<file path="config.mk">
export PLATFORM = sky130hd
export DESIGN_NAME = fetch_front_end
export DESIGN_NICKNAME = d
export VERILOG_FILES = /design/src/mips_isa_pkg.sv /design/src/fetch_if_pkg.sv /design/src/branch_decode.sv /design/src/fetch_front_end.sv /design/src/fetch_stage.sv /design/src/pc_unit.sv
export SDC_FILE = /design/constraint.sdc
export NUM_CORES = 1
export LEC_CHECK = 0
export BUFFER_PORTS_ARGS = -buffer_cell sky130_fd_sc_hd__buf_2
export CELL_PAD_IN_SITES_DETAIL_PLACEMENT = 1
export CELL_PAD_IN_SITES_GLOBAL_PLACEMENT = 1
export CORE_MARGIN = 2
export CORE_UTILIZATION = 53
export CTS_BUF_LIST = sky130_fd_sc_hd__clkbuf_4 sky130_fd_sc_hd__clkbuf_8
export CTS_CLUSTER_DIAMETER = 50
export DETAILED_ROUTE_END_ITERATION = 12
export GPL_ROUTABILITY_DRIVEN = 1
export PLACE_DENSITY = 0.9
export SETUP_SLACK_MARGIN = 0.15
export SYNTH_ARGS = -nofsm -noshare
export SYNTH_HDL_FRONTEND = slang
export SYNTH_SLANG_ARGS = --single-unit
</file>
<file path="constraint.sdc">
create_clock -name clk -period 5.93 [get_ports clk]
set_input_delay 0.593 -clock clk [delete_from_list [all_inputs] [get_ports clk]]
set_output_delay 0.593 -clock clk [all_outputs]
set_load 0.1 [all_outputs]
</file>
<file path="src/mips_isa_pkg.sv">
`default_nettype none

package mips_isa_pkg;

    // raw 32-bit instruction as read from memory
    typedef logic [31:0] instr_word_t;

    // classes the front end cares about, everything else is op_other
    typedef enum logic [2:0] {
        op_other,
        op_j,
        op_jal,
        op_beq,
        op_bne
    } opcode_t;

    localparam logic [31:0] BOOT_VECTOR = 32'hBFC0_0000;   // first fetch after reset

    // field positions
    localparam int OPC_HI = 31;
    localparam int OPC_LO = 26;
    localparam int RS_HI  = 25;
    localparam int RS_LO  = 21;
    localparam int RT_HI  = 20;
    localparam int RT_LO  = 16;
    localparam int OFF_HI = 15;     // 16-bit branch offset
    localparam int OFF_LO = 0;
    localparam int IDX_HI = 25;     // 26-bit jump index
    localparam int IDX_LO = 0;

    // primary opcode encodings
    localparam logic [5:0] RAW_J   = 6'b000010;
    localparam logic [5:0] RAW_JAL = 6'b000011;
    localparam logic [5:0] RAW_BEQ = 6'b000100;
    localparam logic [5:0] RAW_BNE = 6'b000101;

endpackage

`default_nettype wire

</file>
<file path="src/fetch_if_pkg.sv">
`default_nettype none

package fetch_if_pkg;

    // fetch stage to decode stage
    typedef struct packed {
        logic [31:0]               pc;
        mips_isa_pkg::instr_word_t word;
    } fetch_word_t;

    // decode stage to PC stage
    typedef struct packed {
        logic [31:0] slot_pc;   // address of the delay slot
        logic [31:0] target;    // where flow goes after the slot
    } redirect_t;

    // decode stage to consumer
    typedef struct packed {
        logic [31:0]               pc;
        mips_isa_pkg::instr_word_t word;
        mips_isa_pkg::opcode_t     op;
        logic                      in_delay_slot;
    } decoded_t;

endpackage

`default_nettype wire

</file>
<file path="src/branch_decode.sv">
`default_nettype none

module branch_decode
    import mips_isa_pkg::*, fetch_if_pkg::*;
#(
    parameter int DQ_DEPTH    = 4,
    parameter int OUT_CREDITS = 2
) (
    input  logic        clk,
    input  logic        reset,
    input  logic        fw_valid,
    input  fetch_word_t fw,
    input  logic        out_credit,
    output logic        fw_credit,
    output logic        redirect_valid,
    output redirect_t   redirect,
    output logic        out_valid,
    output decoded_t    out
);

    localparam int PW = $clog2(DQ_DEPTH);
    localparam int QW = $clog2(DQ_DEPTH + 1);
    localparam int CW = $clog2(OUT_CREDITS + 1);

    typedef enum logic {
        st_seq,     // next item follows sequentially
        st_slot     // next item is a delay slot
    } flow_state_t;

    fetch_word_t   q_mem [DQ_DEPTH];
    logic [PW-1:0] rd_ptr;
    logic [PW-1:0] wr_ptr;
    logic [QW-1:0] q_count;
    logic [CW-1:0] out_cnt;
    flow_state_t   state;
    logic [31:0]   expect_pc;

    fetch_word_t   head;
    logic          head_valid;
    logic          on_path;
    logic          emit;
    logic          pop;
    logic          rs_eq_rt;
    logic          taken;
    logic [5:0]    raw_op;
    opcode_t       op;
    logic [31:0]   slot_pc;
    logic [31:0]   jump_target;
    logic [31:0]   branch_target;
    logic [31:0]   next_target;

    function automatic logic [PW-1:0] ptr_inc(input logic [PW-1:0] p);
        logic [PW-1:0] n;
        if (p == PW'(DQ_DEPTH - 1)) begin
            n = '0;
        end else begin
            n = p + 1'b1;
        end
        return n;
    endfunction

    always_comb begin
        head       = q_mem[rd_ptr];
        head_valid = q_count != '0;
        on_path    = head.pc == expect_pc;               // else a wrong-path word
        emit       = head_valid && on_path && out_cnt != '0;
        pop        = emit || (head_valid && !on_path);

        raw_op = head.word[OPC_HI:OPC_LO];
        case (raw_op)
            RAW_J:   op = op_j;
            RAW_JAL: op = op_jal;
            RAW_BEQ: op = op_beq;
            RAW_BNE: op = op_bne;
            default: op = op_other;
        endcase

        rs_eq_rt      = head.word[RS_HI:RS_LO] == head.word[RT_HI:RT_LO];
        slot_pc       = head.pc + 32'd4;
        jump_target   = {slot_pc[31:28], head.word[IDX_HI:IDX_LO], 2'b00};
        branch_target = slot_pc + {{14{head.word[OFF_HI]}}, head.word[OFF_HI:OFF_LO], 2'b00};
        next_target   = (op == op_beq) ? branch_target : jump_target;

        // a control word sitting in a delay slot is not followed
        taken = (state == st_seq) &&
                (op == op_j || op == op_jal || (op == op_beq && rs_eq_rt));
    end

    assign out_valid = emit;
    assign out       = '{pc: head.pc, word: head.word, op: op, in_delay_slot: state == st_slot};

    always_ff @(posedge clk) begin
        if (reset) begin
            rd_ptr         <= '0;
            wr_ptr         <= '0;
            q_count        <= '0;
            out_cnt        <= CW'(OUT_CREDITS);
            state          <= st_seq;
            expect_pc      <= BOOT_VECTOR;
            fw_credit      <= 1'b0;
            redirect_valid <= 1'b0;
        end else begin
            if (fw_valid) begin
                wr_ptr <= ptr_inc(wr_ptr);
            end
            if (pop) begin
                rd_ptr <= ptr_inc(rd_ptr);
            end
            q_count        <= q_count + QW'(fw_valid) - QW'(pop);
            out_cnt        <= out_cnt + CW'(out_credit) - CW'(emit);
            fw_credit      <= pop;                       // one credit per entry freed
            redirect_valid <= emit && taken;
            if (emit) begin
                if (state == st_slot) begin
                    expect_pc <= redirect.target;         // slot done, go to target
                    state     <= st_seq;
                end else if (taken) begin
                    expect_pc <= slot_pc;
                    state     <= st_slot;
                end else begin
                    expect_pc <= slot_pc;
                end
            end
        end
    end

    // queue storage and redirect payload
    always_ff @(posedge clk) begin
        if (fw_valid) begin
            q_mem[wr_ptr] <= fw;
        end
        if (emit && taken) begin
            redirect <= '{slot_pc: slot_pc, target: next_target};
        end
    end

endmodule

`default_nettype wire

</file>
<file path="src/fetch_front_end.sv">
`default_nettype none

module fetch_front_end
    import fetch_if_pkg::*;
#(
    parameter int DQ_DEPTH    = 4,
    parameter int OUT_CREDITS = 2
) (
    input  logic        clk,
    input  logic        reset,
    input  logic        mem_waitrequest,
    input  logic [31:0] mem_readdata,
    input  logic        out_credit,
    output logic        mem_read,
    output logic [31:0] mem_addr,
    output logic        out_valid,
    output decoded_t    out
);

    logic [31:0] pc;
    logic        accept_pulse;
    logic        fw_valid;
    fetch_word_t fw;
    logic        fw_credit;
    logic        redirect_valid;
    redirect_t   redirect;

    pc_unit pc_unit0 (
        .clk            (clk),
        .reset          (reset),
        .accept_pulse   (accept_pulse),
        .redirect_valid (redirect_valid),
        .redirect       (redirect),
        .pc             (pc)
    );

    fetch_stage #(
        .DQ_DEPTH (DQ_DEPTH)
    ) fetch_stage0 (
        .clk             (clk),
        .reset           (reset),
        .pc              (pc),
        .mem_waitrequest (mem_waitrequest),
        .mem_readdata    (mem_readdata),
        .fw_credit       (fw_credit),
        .mem_read        (mem_read),
        .mem_addr        (mem_addr),
        .accept_pulse    (accept_pulse),
        .fw_valid        (fw_valid),
        .fw              (fw)
    );

    branch_decode #(
        .DQ_DEPTH    (DQ_DEPTH),
        .OUT_CREDITS (OUT_CREDITS)
    ) branch_decode0 (
        .clk            (clk),
        .reset          (reset),
        .fw_valid       (fw_valid),
        .fw             (fw),
        .out_credit     (out_credit),
        .fw_credit      (fw_credit),
        .redirect_valid (redirect_valid),
        .redirect       (redirect),
        .out_valid      (out_valid),
        .out            (out)
    );

endmodule

`default_nettype wire

</file>
<file path="src/fetch_stage.sv">
`default_nettype none

module fetch_stage
    import fetch_if_pkg::*;
#(
    parameter int DQ_DEPTH = 4
) (
    input  logic        clk,
    input  logic        reset,
    input  logic [31:0] pc,
    input  logic        mem_waitrequest,
    input  logic [31:0] mem_readdata,
    input  logic        fw_credit,
    output logic        mem_read,
    output logic [31:0] mem_addr,
    output logic        accept_pulse,
    output logic        fw_valid,
    output fetch_word_t fw
);

    localparam int CW = $clog2(DQ_DEPTH + 1);

    logic [CW-1:0] credit_q;    // free decode queue slots
    logic          read_q;
    logic [31:0]   addr_q;
    logic          accept;

    // read completes when the memory stops waiting
    assign accept       = read_q && !mem_waitrequest;
    assign accept_pulse = accept && addr_q == pc;   // a read launched before a redirect keeps pc
    assign mem_read     = read_q;
    assign mem_addr     = addr_q;

    always_ff @(posedge clk) begin
        if (reset) begin
            credit_q <= CW'(DQ_DEPTH);
            read_q   <= 1'b0;
            fw_valid <= 1'b0;
        end else begin
            credit_q <= credit_q - CW'(accept) + CW'(fw_credit);
            fw_valid <= accept;
            if (accept) begin
                read_q <= 1'b0;     // pc steps this edge and relaunch follows
            end else if (!read_q && credit_q != '0) begin
                read_q <= 1'b1;
            end
        end
    end

    // address latched at launch so it holds through waitrequest
    always_ff @(posedge clk) begin
        if (!read_q) begin
            addr_q <= pc;
        end
    end

    // captured word for decode
    always_ff @(posedge clk) begin
        if (accept) begin
            fw.pc   <= addr_q;
            fw.word <= mem_readdata;
        end
    end

endmodule

`default_nettype wire

</file>
<file path="src/pc_unit.sv">
`default_nettype none

module pc_unit
    import mips_isa_pkg::*, fetch_if_pkg::*;
(
    input  logic        clk,
    input  logic        reset,
    input  logic        accept_pulse,
    input  logic        redirect_valid,
    input  redirect_t   redirect,
    output logic [31:0] pc
);

    typedef enum logic {
        pc_run,     // stepping by 4
        pc_hold     // target waits for the delay slot read
    } pc_state_t;

    pc_state_t   state;
    logic [31:0] pc_q;
    logic [31:0] target_q;

    assign pc = pc_q;

    always_ff @(posedge clk) begin
        if (reset) begin
            pc_q  <= BOOT_VECTOR;
            state <= pc_run;
        end else if (redirect_valid) begin
            if (pc_q == redirect.slot_pc && !accept_pulse) begin
                state <= pc_hold;                 // slot not read yet
            end else begin
                pc_q  <= redirect.target;         // slot already issued
                state <= pc_run;
            end
        end else if (state == pc_hold && accept_pulse) begin
            pc_q  <= target_q;                    // delay slot read accepted
            state <= pc_run;
        end else if (accept_pulse) begin
            pc_q <= pc_q + 32'd4;
        end
    end

    // pending branch register
    always_ff @(posedge clk) begin
        if (redirect_valid) begin
            target_q <= redirect.target;
        end
    end

endmodule

`default_nettype wire

</file>
Word level (Yosys, flattened, before mapping) --
Memory sizes are Yosys's and may differ from the RTL's. A register that Yosys moved wholly into a read port is not among the register bits. Index checks and enable logic that the tools add are counted. W data, S select, Z words.
Storage, ports and cells: word-level logic and storage cells 90, output and inout bits 102, memories kept 1, bits in writable memories 256, bits of input ports 36, bits in registers 274
Memories:
- branch_decode0.q_mem | depth 4, width 64, read ports 1, clocked after Yosys merged registers in 1, write ports 1, line branch_decode.sv:30 | fetch_word_t q_mem [DQ_DEPTH];
Operators by class: reductions and logical operators 25, add/subtract/negate cells 11, muxes and demuxes 18, eq/ne operators 14, bitwise operators 1
Operator list (number):
- $mux W32 | 6
- $eq A32 B32 Y1 | 3
- $add A32 B3 Y32 const B | 2
- $add A32 B32 Y32 | 1
- $eq A6 B2 Y1 const B | 2
- $eq A6 B3 Y1 const B | 2
- $pmux W3 S4 | 1
- $logic_and A1 B1 Y1 | 11
- $reduce_bool A3 Y1 | 3
- $mux W2 | 4
- $mux W1 | 7
- $add A3 B1 Y3 | 2
- $eq A3 B2 Y1 const B | 2
- $sub A3 B1 Y3 | 2
- $eq A5 B5 Y1 | 1
- $add A2 B1 Y2 const B | 2
- $eq A2 B2 Y1 const B | 2
- $logic_not A1 Y1 | 4
- $reduce_bool A2 Y1 | 2
- $eq A3 B1 Y1 const B | 1
- $logic_or A1 B1 Y1 | 3
- $add A2 B1 Y2 | 1
- $ne A2 B2 Y1 const B | 1
- $reduce_and A2 Y1 | 1
- 3 further kinds | 3

Longest topological paths before layout --
Gate-level depths: netlist of run 1.
depth in word-level cells 8, gate-level depth with buffers 19, mapped depth without buffers 16

Hierarchy --
Synthesis of run 1 repeated with hierarchy kept, for this count alone.
Unflattened totals: cells, all modules 1677, area total of the unflattened synthesis 23636.4 um^2
By module, submodules not included:
- branch_decode | instances 1, seq. area each 10530.1 um^2, area an instance 16380.7 um^2, cells each 1100
- pc_unit | instances 1, seq. area each 1621.6 um^2, area an instance 3803.6 um^2, cells each 416
- fetch_stage | instances 1, seq. area each 2982.9 um^2, area an instance 3452.1 um^2, cells each 161

Worst setup path after synthesis of run 1 --
No wires, ideal clock.
path kind reg-to-reg, start register fetch_stage0.read_q, in the netlist fetch_stage0.mem_read, end register fetch_stage0.credit_q[2], clock period less this slack 5.713 ns, cell stages (with the launch flop) 10, data required time 5.801 ns, arrival time 5.584 ns, setup slack 0.217 ns, path buffers 0, setup time 0.129 ns, cells stage by stage dfxtp_1 nor2b_1 ha_1 inv_1 ha_1 inv_1 fa_1 xor2_1 xnor2_1 nand2_1
On the way: word-level cells in the longest chain between the ends 3
Ends and longest elaborated chain:
- start: declaration | line fetch_stage.sv:24 | logic read_q;
- start signal: assignment | line fetch_stage.sv:37 | read_q <= 1'b0;
- start signal: assignment | line fetch_stage.sv:43 | read_q <= 1'b0;
- start signal: assignment | line fetch_stage.sv:45 | read_q <= 1'b1;
- $logic_and A1 B1 Y1 | line fetch_stage.sv:29 | assign accept = read_q && !mem_waitrequest;
- via fetch_stage0.accept | line fetch_stage.sv:26 | logic accept;
- $sub A3 B1 Y3 | line fetch_stage.sv:40 | credit_q <= credit_q - CW'(accept) + CW'(fw_credit);
- $add A3 B1 Y3 | line fetch_stage.sv:40
- end signal: assignment | line fetch_stage.sv:36 | credit_q <= CW'(DQ_DEPTH);
- end signal: assignment | line fetch_stage.sv:40
- end: declaration | line fetch_stage.sv:23 | logic [CW-1:0] credit_q;
The timed path passes the listed nets, and every way through them passes these cells. A chain may end at the register's enable or synchronous reset.

==> results of run 1 <==
## critical path, delay by kind of cell, from the launching register on
family	cells	cell delay [ns]
and+or+nand+nor	6	2.00
AOI/OAI and AO/OA	5	0.98
DFF	1	0.77
xor gates and xnor gates	2	0.50
muxes	1	0.47
adders and majority gates	1	0.35
## synthesized netlist by cell type, types with 15 or more instances
| master | number |
|---|---|
| edfxtp_1 | 448 |
| nand2_1 | 130 |
| xnor2_1 | 119 |
| dfxtp_1 | 84 |
| o21ai_0 | 72 |
| xor2_1 | 65 |
| clkbuf_1 | 64 |
| mux4_2 | 64 |
| nor2_1 | 61 |
| a21oi_1 | 58 |
| ha_1 | 48 |
| mux2i_1 | 37 |
| nand4_1 | 37 |
| inv_1 | 33 |
| nand3_1 | 33 |
| nor4_1 | 27 |
| o211ai_1 | 20 |
| nand2b_1 | 17 |
| a31oi_1 | 15 |
| nor3_1 | 15 |
## registers in the layout, indices dropped and copies added, names as in the netlist, named ones only
name                           flops
branch_decode0.redirect           64
pc_unit0.target_q                 32
pc_unit0.state                     1
branch_decode0.state               1
branch_decode0.redirect_valid      1
branch_decode0.expect_pc          32
fetch_stage0.fw                   64
branch_decode0.q_mem             256
fetch_stage0.mem_read              1
branch_decode0.q_count             3
fetch_stage0.mem_addr             32
branch_decode0.fw_credit           1
branch_decode0.rd_ptr              2
fetch_stage0.fw_valid              1
branch_decode0.out_cnt             2
pc_unit0.pc                       32
fetch_stage0.credit_q              3
branch_decode0.wr_ptr              2
## kinds of logic after synthesis
logic type | after synthesis | synth area share, %
muxes | 106 | 7.96
and+or+nand+nor | 387 | 8.41
AOI/OAI and AO/OA | 252 | 6.89
DFF | 532 | 64.5
buffers and inverters | 125 | 2.49
xor gates and xnor gates | 185 | 6.94
adders and majority gates | 51 | 2.82
## metrics by stage
step	cells	power, mW	utilization (%)	cell area, um2	setup slack (ns)
6_report	2469	12.7	60.3	26500	0.483
5_1_grt	2469	13.2	60.3	26500	0.162
4_1_cts	2469	12.7	60.3	26500	0.520
3_5_place_dp	2307	9.35	56.2	24700	0.671
3_3_place_gp	2307	9.15	56.2	24700	0.851
2_1_floorplan	1638	8.20	-	23500	0.217
## final timing paths
kind                                     startpoint                          end  slack (ns)
worst max-delay path                       register  branch_decode0.redirect[30]        0.48
worst min-delay path               mem_readdata[29]          fetch_stage0.fw[29]        0.06
worst max register to register             register  branch_decode0.redirect[30]        0.48
worst min register to register  fetch_stage0.fw[53]  branch_decode0.q_mem[0][53]        0.47
## area by class of cell
type	instances	area (um2)	area share [%]
clock buffer	128	1560	5.87
tap	592	741	2.79
multi-input combinational	981	7760	29.3
clock inverter	34	254	0.958
timing repair buffer	166	916	3.45
sequential	532	15100	57.1
inverter	36	140	0.529
## per-layer routing
metal  track usage (%)  vias to the layer above  share of wire (%)
met3              6.10                      216                8.3
met1              39.0                     7892                 37
li1                  -                     6550                  -
met5                 0                        -                  0
met4              16.8                        0                5.3
met2              51.2                      912                 49
## layout by cell type, fill, tap and decap left out, types with 48 or more instances in the layout
cell,count
xnor2_1,119
nor2_1,61
nand2_1,130
dfxtp_1,81
ha_1,48
edfxtp_1,448
mux4_2,64
a21oi_1,58
clkbuf_8,95
o21ai_0,72
xor2_1,65
buf_2,137
## report_power, final
group | switching, mW | total (mW) | internal (mW)
combinational | 3.57 | 4.93 | 1.36
clock | 1.54 | 3.36 | 1.82
sequential | 0.185 | 4.44 | 4.26
total | 5.29 | 12.7 | 7.44
==> impl_metrics.env, run 1 <==
export IMPL_synth_edf_count=448
export IMPL_area_growth_pct=13.0
export IMPL_dieWidth_um=214
export IMPL_grt_pass1_vias=16700
export IMPL_start_kind="register"
export IMPL_core_area_mm2=0.0439
export IMPL_synth_distinct_cells=73
export IMPL_syn_avg_cell_area_um2=14.3
export IMPL_yosys_warnings=0
export IMPL_track_usage_pct=31.1
export IMPL_nets=1891
export IMPL_whs_ns=0.0591
export IMPL_setup_viol=0
export IMPL_grt_antenna_before_repair=1
export IMPL_vias=15600
export IMPL_wirelength_mm=71.0
export IMPL_status="completed"
export IMPL_grt_max_degree=86
export IMPL_grt_ovfl_total=0
export IMPL_grt_pass1_wl_mm=107
export IMPL_drc=0
export IMPL_synth_seq_cells=532
export IMPL_crit_chain="mux4_2 > nand4_1 > nor4_1 > and2b_1 > nand2_1 > xnor2_1 > ha_1 > a21o_1 > a21oi_1 > nor2b_1 > or4_1 > a2111o_1 > a31oi_1 > xor2_1 > o21ai_0"
export IMPL_start_util_pct=53.4
export IMPL_clk_pin_slew_worst_paths_ns=0.07
export IMPL_cp_slowest_stage_delay_ns=0.77
export IMPL_htreeDepth=3
export IMPL_cp_arrival_ns=5.82
export IMPL_drt_iter0_drc=1801
export IMPL_tightest_slew_ns=1.09
export IMPL_max_slew_margin_pct=27.1
export IMPL_p_leak_nw=9.32
export IMPL_row_count=77
export IMPL_async_flop_share_pct=0
export IMPL_postCtsSetupBuffers=0
export IMPL_port_buffers=137
export IMPL_clock_latency_ns=0.72
export IMPL_min_path_type="in -> reg"
export IMPL_synth_top_cell_by_area="edfxtp_1"
export IMPL_rsz0062_at_grt="false"
export IMPL_wl_per_cell_um=28.8
export IMPL_cts_tree="yes"
export IMPL_r2r_cells=15
export IMPL_yosys_most_used_dff="edfxtp_1"
export IMPL_nFillCells=4240
export IMPL_io_pins=138
export IMPL_drt_pass1_iter_count=5
export IMPL_diodes=0
export IMPL_ir_drop_mv=0.373
export IMPL_netlist_area_leader_share_pct=57.3
export IMPL_endpoint_kind="register"
export IMPL_cts_root_buf="clkbuf_8"
export IMPL_hold_viol=0
export IMPL_avgViaCountPerCell=6.31
export IMPL_drive_gt1_share_pct=21.6
export IMPL_maxCapViolCount=0
export IMPL_ant_nets=0
export IMPL_cp_slowest_cell="dfxtp_4"
export IMPL_synth_cells=1638
export IMPL_crit_required_ns=6.30
export IMPL_hold_path_cell_count=1
export IMPL_worstSetupPathType="reg -> reg"
export IMPL_die_h_um=214
export IMPL_min_period_ns=5.45
export IMPL_tns_ns=0
export IMPL_drv_slew=0
export IMPL_globalplace_congestion=0.948
export IMPL_synthTopCellsByArea="edfxtp_1, dfxtp_1, mux4_2, xnor2_1, ha_1"
export IMPL_fmax_mhz=184
export IMPL_syn_nets=1725
export IMPL_p_per_area_mw_per_mm2=480
export IMPL_finalClockSkew_ns=0.0646
export IMPL_die_area_mm2=0.0460
export IMPL_yosysSeqAreaShare_pct=64.5
export IMPL_cts_buffer_depth=3
export IMPL_worstPathMaxFanout=31
export IMPL_post_dp_hpwl_mm=48.0
export IMPL_synthesis_area_mm2=0.0235
export IMPL_cts_resized=0
export IMPL_numCtsBuffers=87
export IMPL_cts_hold_buf=0
export IMPL_layout_worst_path_cycle_share_pct=91.8
export IMPL_cts_sinks=532
(Power assumes the default switching activity.)
==> inputs of run 2 (changes only) <==
--- a/config.mk
+++ b/config.mk
@@ -9,12 +9,13 @@
 export CELL_PAD_IN_SITES_DETAIL_PLACEMENT = 1
 export CELL_PAD_IN_SITES_GLOBAL_PLACEMENT = 1
 export CORE_MARGIN = 2
-export CORE_UTILIZATION = 53
+export CORE_UTILIZATION = 30
 export CTS_BUF_LIST = sky130_fd_sc_hd__clkbuf_4 sky130_fd_sc_hd__clkbuf_8
 export CTS_CLUSTER_DIAMETER = 50
 export DETAILED_ROUTE_END_ITERATION = 12
 export GPL_ROUTABILITY_DRIVEN = 1
-export PLACE_DENSITY = 0.9
+export PLACE_DENSITY_LB_ADDON = 0.2
+export REMOVE_ABC_BUFFERS = 1
 export SETUP_SLACK_MARGIN = 0.15
 export SYNTH_ARGS = -nofsm -noshare
 export SYNTH_HDL_FRONTEND = slang
==> impl_metrics.env, run 2 (synthesis gave the netlist of run 1 again) <==
export IMPL_drt_iter0_drc=1011
export IMPL_wl_per_cell_um=24.7
export IMPL_p_clk_share_pct=27.6
export IMPL_fmax_mhz=190
export IMPL_nets=1904
export IMPL_cts_resized=0
export IMPL_vias=14500
export IMPL_min_period_ns=5.26
export IMPL_finalClockSkew_ns=0.0384
export IMPL_layout_commonest_cell="edfxtp_1"
export IMPL_p_sw_share_pct=40.9
export IMPL_grt_max_degree=57
export IMPL_wirelength_mm=72.4
export IMPL_cts_hold_buf=0
export IMPL_port_buffers=137
export IMPL_p_switching_mw=5.24
export IMPL_nFillCells=8210
export IMPL_die_h_um=284
export IMPL_most_common_layout_cells="edfxtp_1, buf_2, nand2_1"
export IMPL_p_total_mw=12.8
export IMPL_crit_required_ns=6.35
export IMPL_ir_drop_mv=0.345
export IMPL_drc=0
export IMPL_worstSetupPathType="reg -> reg"
export IMPL_start_kind="register"
export IMPL_status="completed"
export IMPL_postCtsSetupBuffers=0
export IMPL_p_leak_nw=9.44
export IMPL_power_frac_comb_pct=37.8
export IMPL_layout_worst_path_cycle_share_pct=88.6
export IMPL_globalplace_congestion=0.821
export IMPL_clock_latency_ns=0.70
export IMPL_drt_pass1_iter_count=5
export IMPL_cts_root_buf="clkbuf_8"
export IMPL_drive_gt1_share_pct=22.5
export IMPL_p_int_mw=7.57
export IMPL_regMostFlops="branch_decode0.q_mem"
export IMPL_area_growth_pct=16.2
export IMPL_maxCapViolCount=0
export IMPL_hold_viol=0
export IMPL_die_area_mm2=0.0805
export IMPL_row_count=102
export IMPL_cts_tree="yes"
export IMPL_post_dp_hpwl_mm=51.4
export IMPL_grt_ovfl_total=0
export IMPL_drv_slew=0
export IMPL_grt_pass1_wl_mm=106
export IMPL_worstPathMaxFanout=22
export IMPL_tightest_slew_ns=1.13
export IMPL_reg_top3="branch_decode0.q_mem (256), branch_decode0.redirect (64), fetch_stage0.fw (64)"
export IMPL_regToRegSetupSlack_ns=0.67
export IMPL_io_pins=138
export IMPL_cts_sinks=532
export IMPL_min_path_type="in -> reg"
export IMPL_grt_antenna_before_repair=5
export IMPL_htreeDepth=3
export IMPL_seqPwrFrac_pct=34.7
export IMPL_grt_pass1_vias=15400
export IMPL_cp_arrival_ns=5.67
export IMPL_track_usage_pct=18.0
export IMPL_avgViaCountPerCell=4.95
export IMPL_max_slew_margin_pct=24.3
export IMPL_clk_pin_slew_worst_paths_ns=0.07
export IMPL_start_util_pct=30.3
export IMPL_cts_buffer_depth=3
export IMPL_dieWidth_um=284
export IMPL_utilization_pct=35.2
export IMPL_largest_reg_flops=256
export IMPL_p_per_area_mw_per_mm2=470
export IMPL_ant_nets=0
export IMPL_rsz0062_at_grt="false"
export IMPL_endpoint_kind="register"
export IMPL_core_area_mm2=0.0775
export IMPL_setup_viol=0
export IMPL_numCtsBuffers=96
run 2: path summary, 6_finish.rpt:
path	to	start	cells past startpoint
setup / recovery	branch_decode0.redirect[25]	register	14
hold reg to reg	branch_decode0.expect_pc[11]	branch_decode0.expect_pc[11]	2
setup reg to reg	branch_decode0.redirect[25]	register	14
hold / removal	fetch_stage0.fw[12]	mem_readdata[12]	1
run 2: power by group through the flow:
| stage | sequential [mW] | clock (mW) | combinational (mW) |
|---|---|---|---|
| after floorplan | 4.69 | 0 | 3.44 |
| after global placement | 4.51 | 0 | 4.84 |
| after global routing | 4.47 | 3.80 | 5.17 |
| after CTS | 4.45 | 3.65 | 4.88 |
| final | 4.44 | 3.53 | 4.84 |
| after detailed placement | 4.52 | 0 | 4.86 |
run 2: layer usage:
layer	vias to the layer above	share of wire (%)	track usage, %
met3	113	4.4	3.09
met5	-	0	0
li1	6579	-	-
met2	357	46	28.5
met1	7483	47	25.2
met4	0	2.4	5.65
run 2: worst max-delay path: stages, from the launching register on:
cell and delay, ns:
dfxtp_4 0.69, mux4_2 0.42, ha_1 0.21, nand3_1 0.18
or3_1 0.48, nor2_1 0.16, xor2_1 0.26, ha_1 0.35
a211oi_1 0.25, nor2_1 0.10, a2111o_1 0.40, o21ai_0 0.70
nand2_1 0.17, a31o_2 0.28, a221o_1 0.29
run 2: through the flow:
step	cells	cell area, um2	hold slack [ns]	setup slack [ns]	TNS (ns)
after floorplan	1549	23000	0.438	-1.82	-158.08
after global placement	2759	25300	0.452	0.717	0
after detailed placement	2759	25300	0.461	0.579	0
after CTS	2933	27300	0.0135	0.532	0
after global routing	2934	27300	0.0415	0.301	0
final	2934	27300	0.0829	0.674	0
run 2: final cells by class:
cell class / instances / area (um2) / share of cell area, %
Antenna cell: 1 / 2.50 / 0.00918
Tap cell: 1040 / 1300 / 4.77
Clock buffer: 139 / 1680 / 6.17
Inverter: 36 / 140 / 0.514
Timing Repair Buffer: 170 / 971 / 3.56
Sequential cell: 532 / 15100 / 55.5
Clock inverter: 35 / 265 / 0.973
Multi-Input combinational cell: 981 / 7770 / 28.5
==> inputs of run 3 (changes only) <==
==> constraint.sdc (replaced) <==
create_clock -name clk -period 6.6 [get_ports clk]
set_input_delay 0.66 -clock clk [delete_from_list [all_inputs] [get_ports clk]]
set_output_delay 0.66 -clock clk [all_outputs]
set_load 0.1 [all_outputs]
==> impl_metrics.env, run 3 (synthesis gave the netlist of run 1 again) <==
export IMPL_grt_ovfl_total=0
export IMPL_largest_reg_flops=256
export IMPL_cts_resized=0
export IMPL_finalClockSkew_ns=0.0469
export IMPL_clk_pin_slew_worst_paths_ns=0.06
export IMPL_nets=1900
export IMPL_drt_iter0_drc=920
export IMPL_numCtsBuffers=97
export IMPL_hold_viol=0
export IMPL_p_leak_nw=9.44
export IMPL_fmax_mhz=176
export IMPL_ant_nets=0
export IMPL_globalplace_congestion=0.836
export IMPL_cp_arrival_ns=6.11
export IMPL_die_h_um=284
export IMPL_grt_pass1_vias=15400
export IMPL_status="completed"
export IMPL_drt_pass1_iter_count=5
export IMPL_most_common_layout_cells="edfxtp_1, buf_2, nand2_1"
export IMPL_p_per_area_mw_per_mm2=424
export IMPL_cts_sinks=532
export IMPL_grt_pass1_wl_mm=107
export IMPL_start_util_pct=30.3
export IMPL_tightest_slew_ns=0.987
export IMPL_wirelength_mm=72.5
export IMPL_drive_gt1_share_pct=22.3
export IMPL_drc=0
export IMPL_setup_viol=0
export IMPL_wl_per_cell_um=24.7
export IMPL_ir_drop_mv=0.237
export IMPL_drv_slew=0
export IMPL_multi_input_area_mm2=0.00777
export IMPL_postCtsSetupBuffers=0
export IMPL_worstSetupPathType="reg -> reg"
export IMPL_cts_buffer_depth=3
export IMPL_cts_hold_buf=0
export IMPL_start_kind="register"
export IMPL_finalNonFillerCells=2936
export IMPL_layout_commonest_cell="edfxtp_1"
export IMPL_track_usage_pct=18.1
export IMPL_core_area_mm2=0.0775
export IMPL_row_count=102
export IMPL_htreeDepth=3
export IMPL_maxCapViolCount=0
export IMPL_io_pins=138
export IMPL_min_period_ns=5.69
export IMPL_fin_ws_ns=0.909
export IMPL_regMostFlops="branch_decode0.q_mem"
export IMPL_grt_max_degree=87
export IMPL_endpoint_kind="register"
export IMPL_max_slew_margin_pct=34.2
export IMPL_post_dp_hpwl_mm=50.2
export IMPL_port_buffers=137
export IMPL_cts_root_buf="clkbuf_8"
export IMPL_clock_latency_ns=0.71
export IMPL_place_ws_ns=0.924
export IMPL_nFillCells=8121
export IMPL_rsz0062_at_grt="false"
export IMPL_area_growth_pct=16.5
export IMPL_ff_latch_area_mm2=0.0151
export IMPL_dieWidth_um=284
export IMPL_dp_cells=2754
export IMPL_layout_worst_path_cycle_share_pct=86.2
export IMPL_die_area_mm2=0.0805
export IMPL_min_path_type="in -> reg"
export IMPL_worstPathMaxFanout=31
export IMPL_vias=14500
export IMPL_grt_antenna_before_repair=9
export IMPL_hp_start="mem_readdata[26]"
export IMPL_avgViaCountPerCell=4.93
export IMPL_cts_tree="yes"
export IMPL_reg_top3="branch_decode0.q_mem (256), branch_decode0.redirect (64), fetch_stage0.fw (64)"
export IMPL_crit_required_ns=7.02
run 3: changes by cell type in the layout (fill, tap and decap cells not counted), sizes merged:
cell	change
clkinvlp	+5
clkbuf	-3
bufinv	+2
clkinv	+3
buf	-5
run 3: area by class of cell:
cell class                 count  area share [%]
multi-input combinational    981            28.4
sequential                   532            55.4
tap                         1040            4.76
clock inverter                45            1.33
inverter                      36           0.513
antenna                        1         0.00916
timing repair buffer         165            3.42
clock buffer                 136            6.14
run 3: where the power goes:
| group | switching (mW) | total [mW] | internal, mW | leakage, nW |
|---|---|---|---|---|
| registers | 0.191 | 4.02 | 3.83 | 4.69 |
| clock network | 1.43 | 3.28 | 1.85 | 1.06 |
| logic | 3.10 | 4.30 | 1.21 | 3.69 |
run 3: path summary, 6_finish.rpt:
kind,end,slack [ns],cells after the start
setup / recovery,branch_decode0.redirect[25],0.91,14
hold / removal,fetch_stage0.fw[26],0.14,1
setup reg to reg,branch_decode0.redirect[25],0.91,14
hold reg to reg,pc_unit0.target_q[0],0.46,0
run 3: worst max-delay path, stage by stage, from the launching register on:
cell,delay (ns)
dfxtp_4,0.87
mux4_2,0.46
ha_1,0.21
nand3_1,0.17
or3_1,0.49
nor2_1,0.16
xor2_1,0.35
ha_1,0.37
a211oi_1,0.27
nor2_1,0.11
a2111o_1,0.41
o21ai_0,0.77
nand2_1,0.16
a31o_2,0.28
a221o_1,0.28
run 3: through the flow:
step                utilization [%]  area, um2  total power [mW]  TNS (ns)  hold slack (ns)
global placement               32.6      25300              8.37         0            0.454
detailed placement             32.6      25300              8.41         0            0.466
CTS                            35.3      27300              11.7         0           0.0748
floorplan                         -      23000              7.31    -79.86            0.438
finish                         35.3      27300              11.6         0            0.142
global route                   35.3      27300              12.2         0            0.107
run 3: routing by layer:
layer / GRT usage (%) / up-vias / routed length (um)
met2: 28.2 / 362 / 33100
met3: 3.24 / 115 / 3410
met4: 6.92 / 0 / 2350
met1: 25.0 / 7409 / 33600
met5: 0 / - / 0
li1: - / 6576 / -
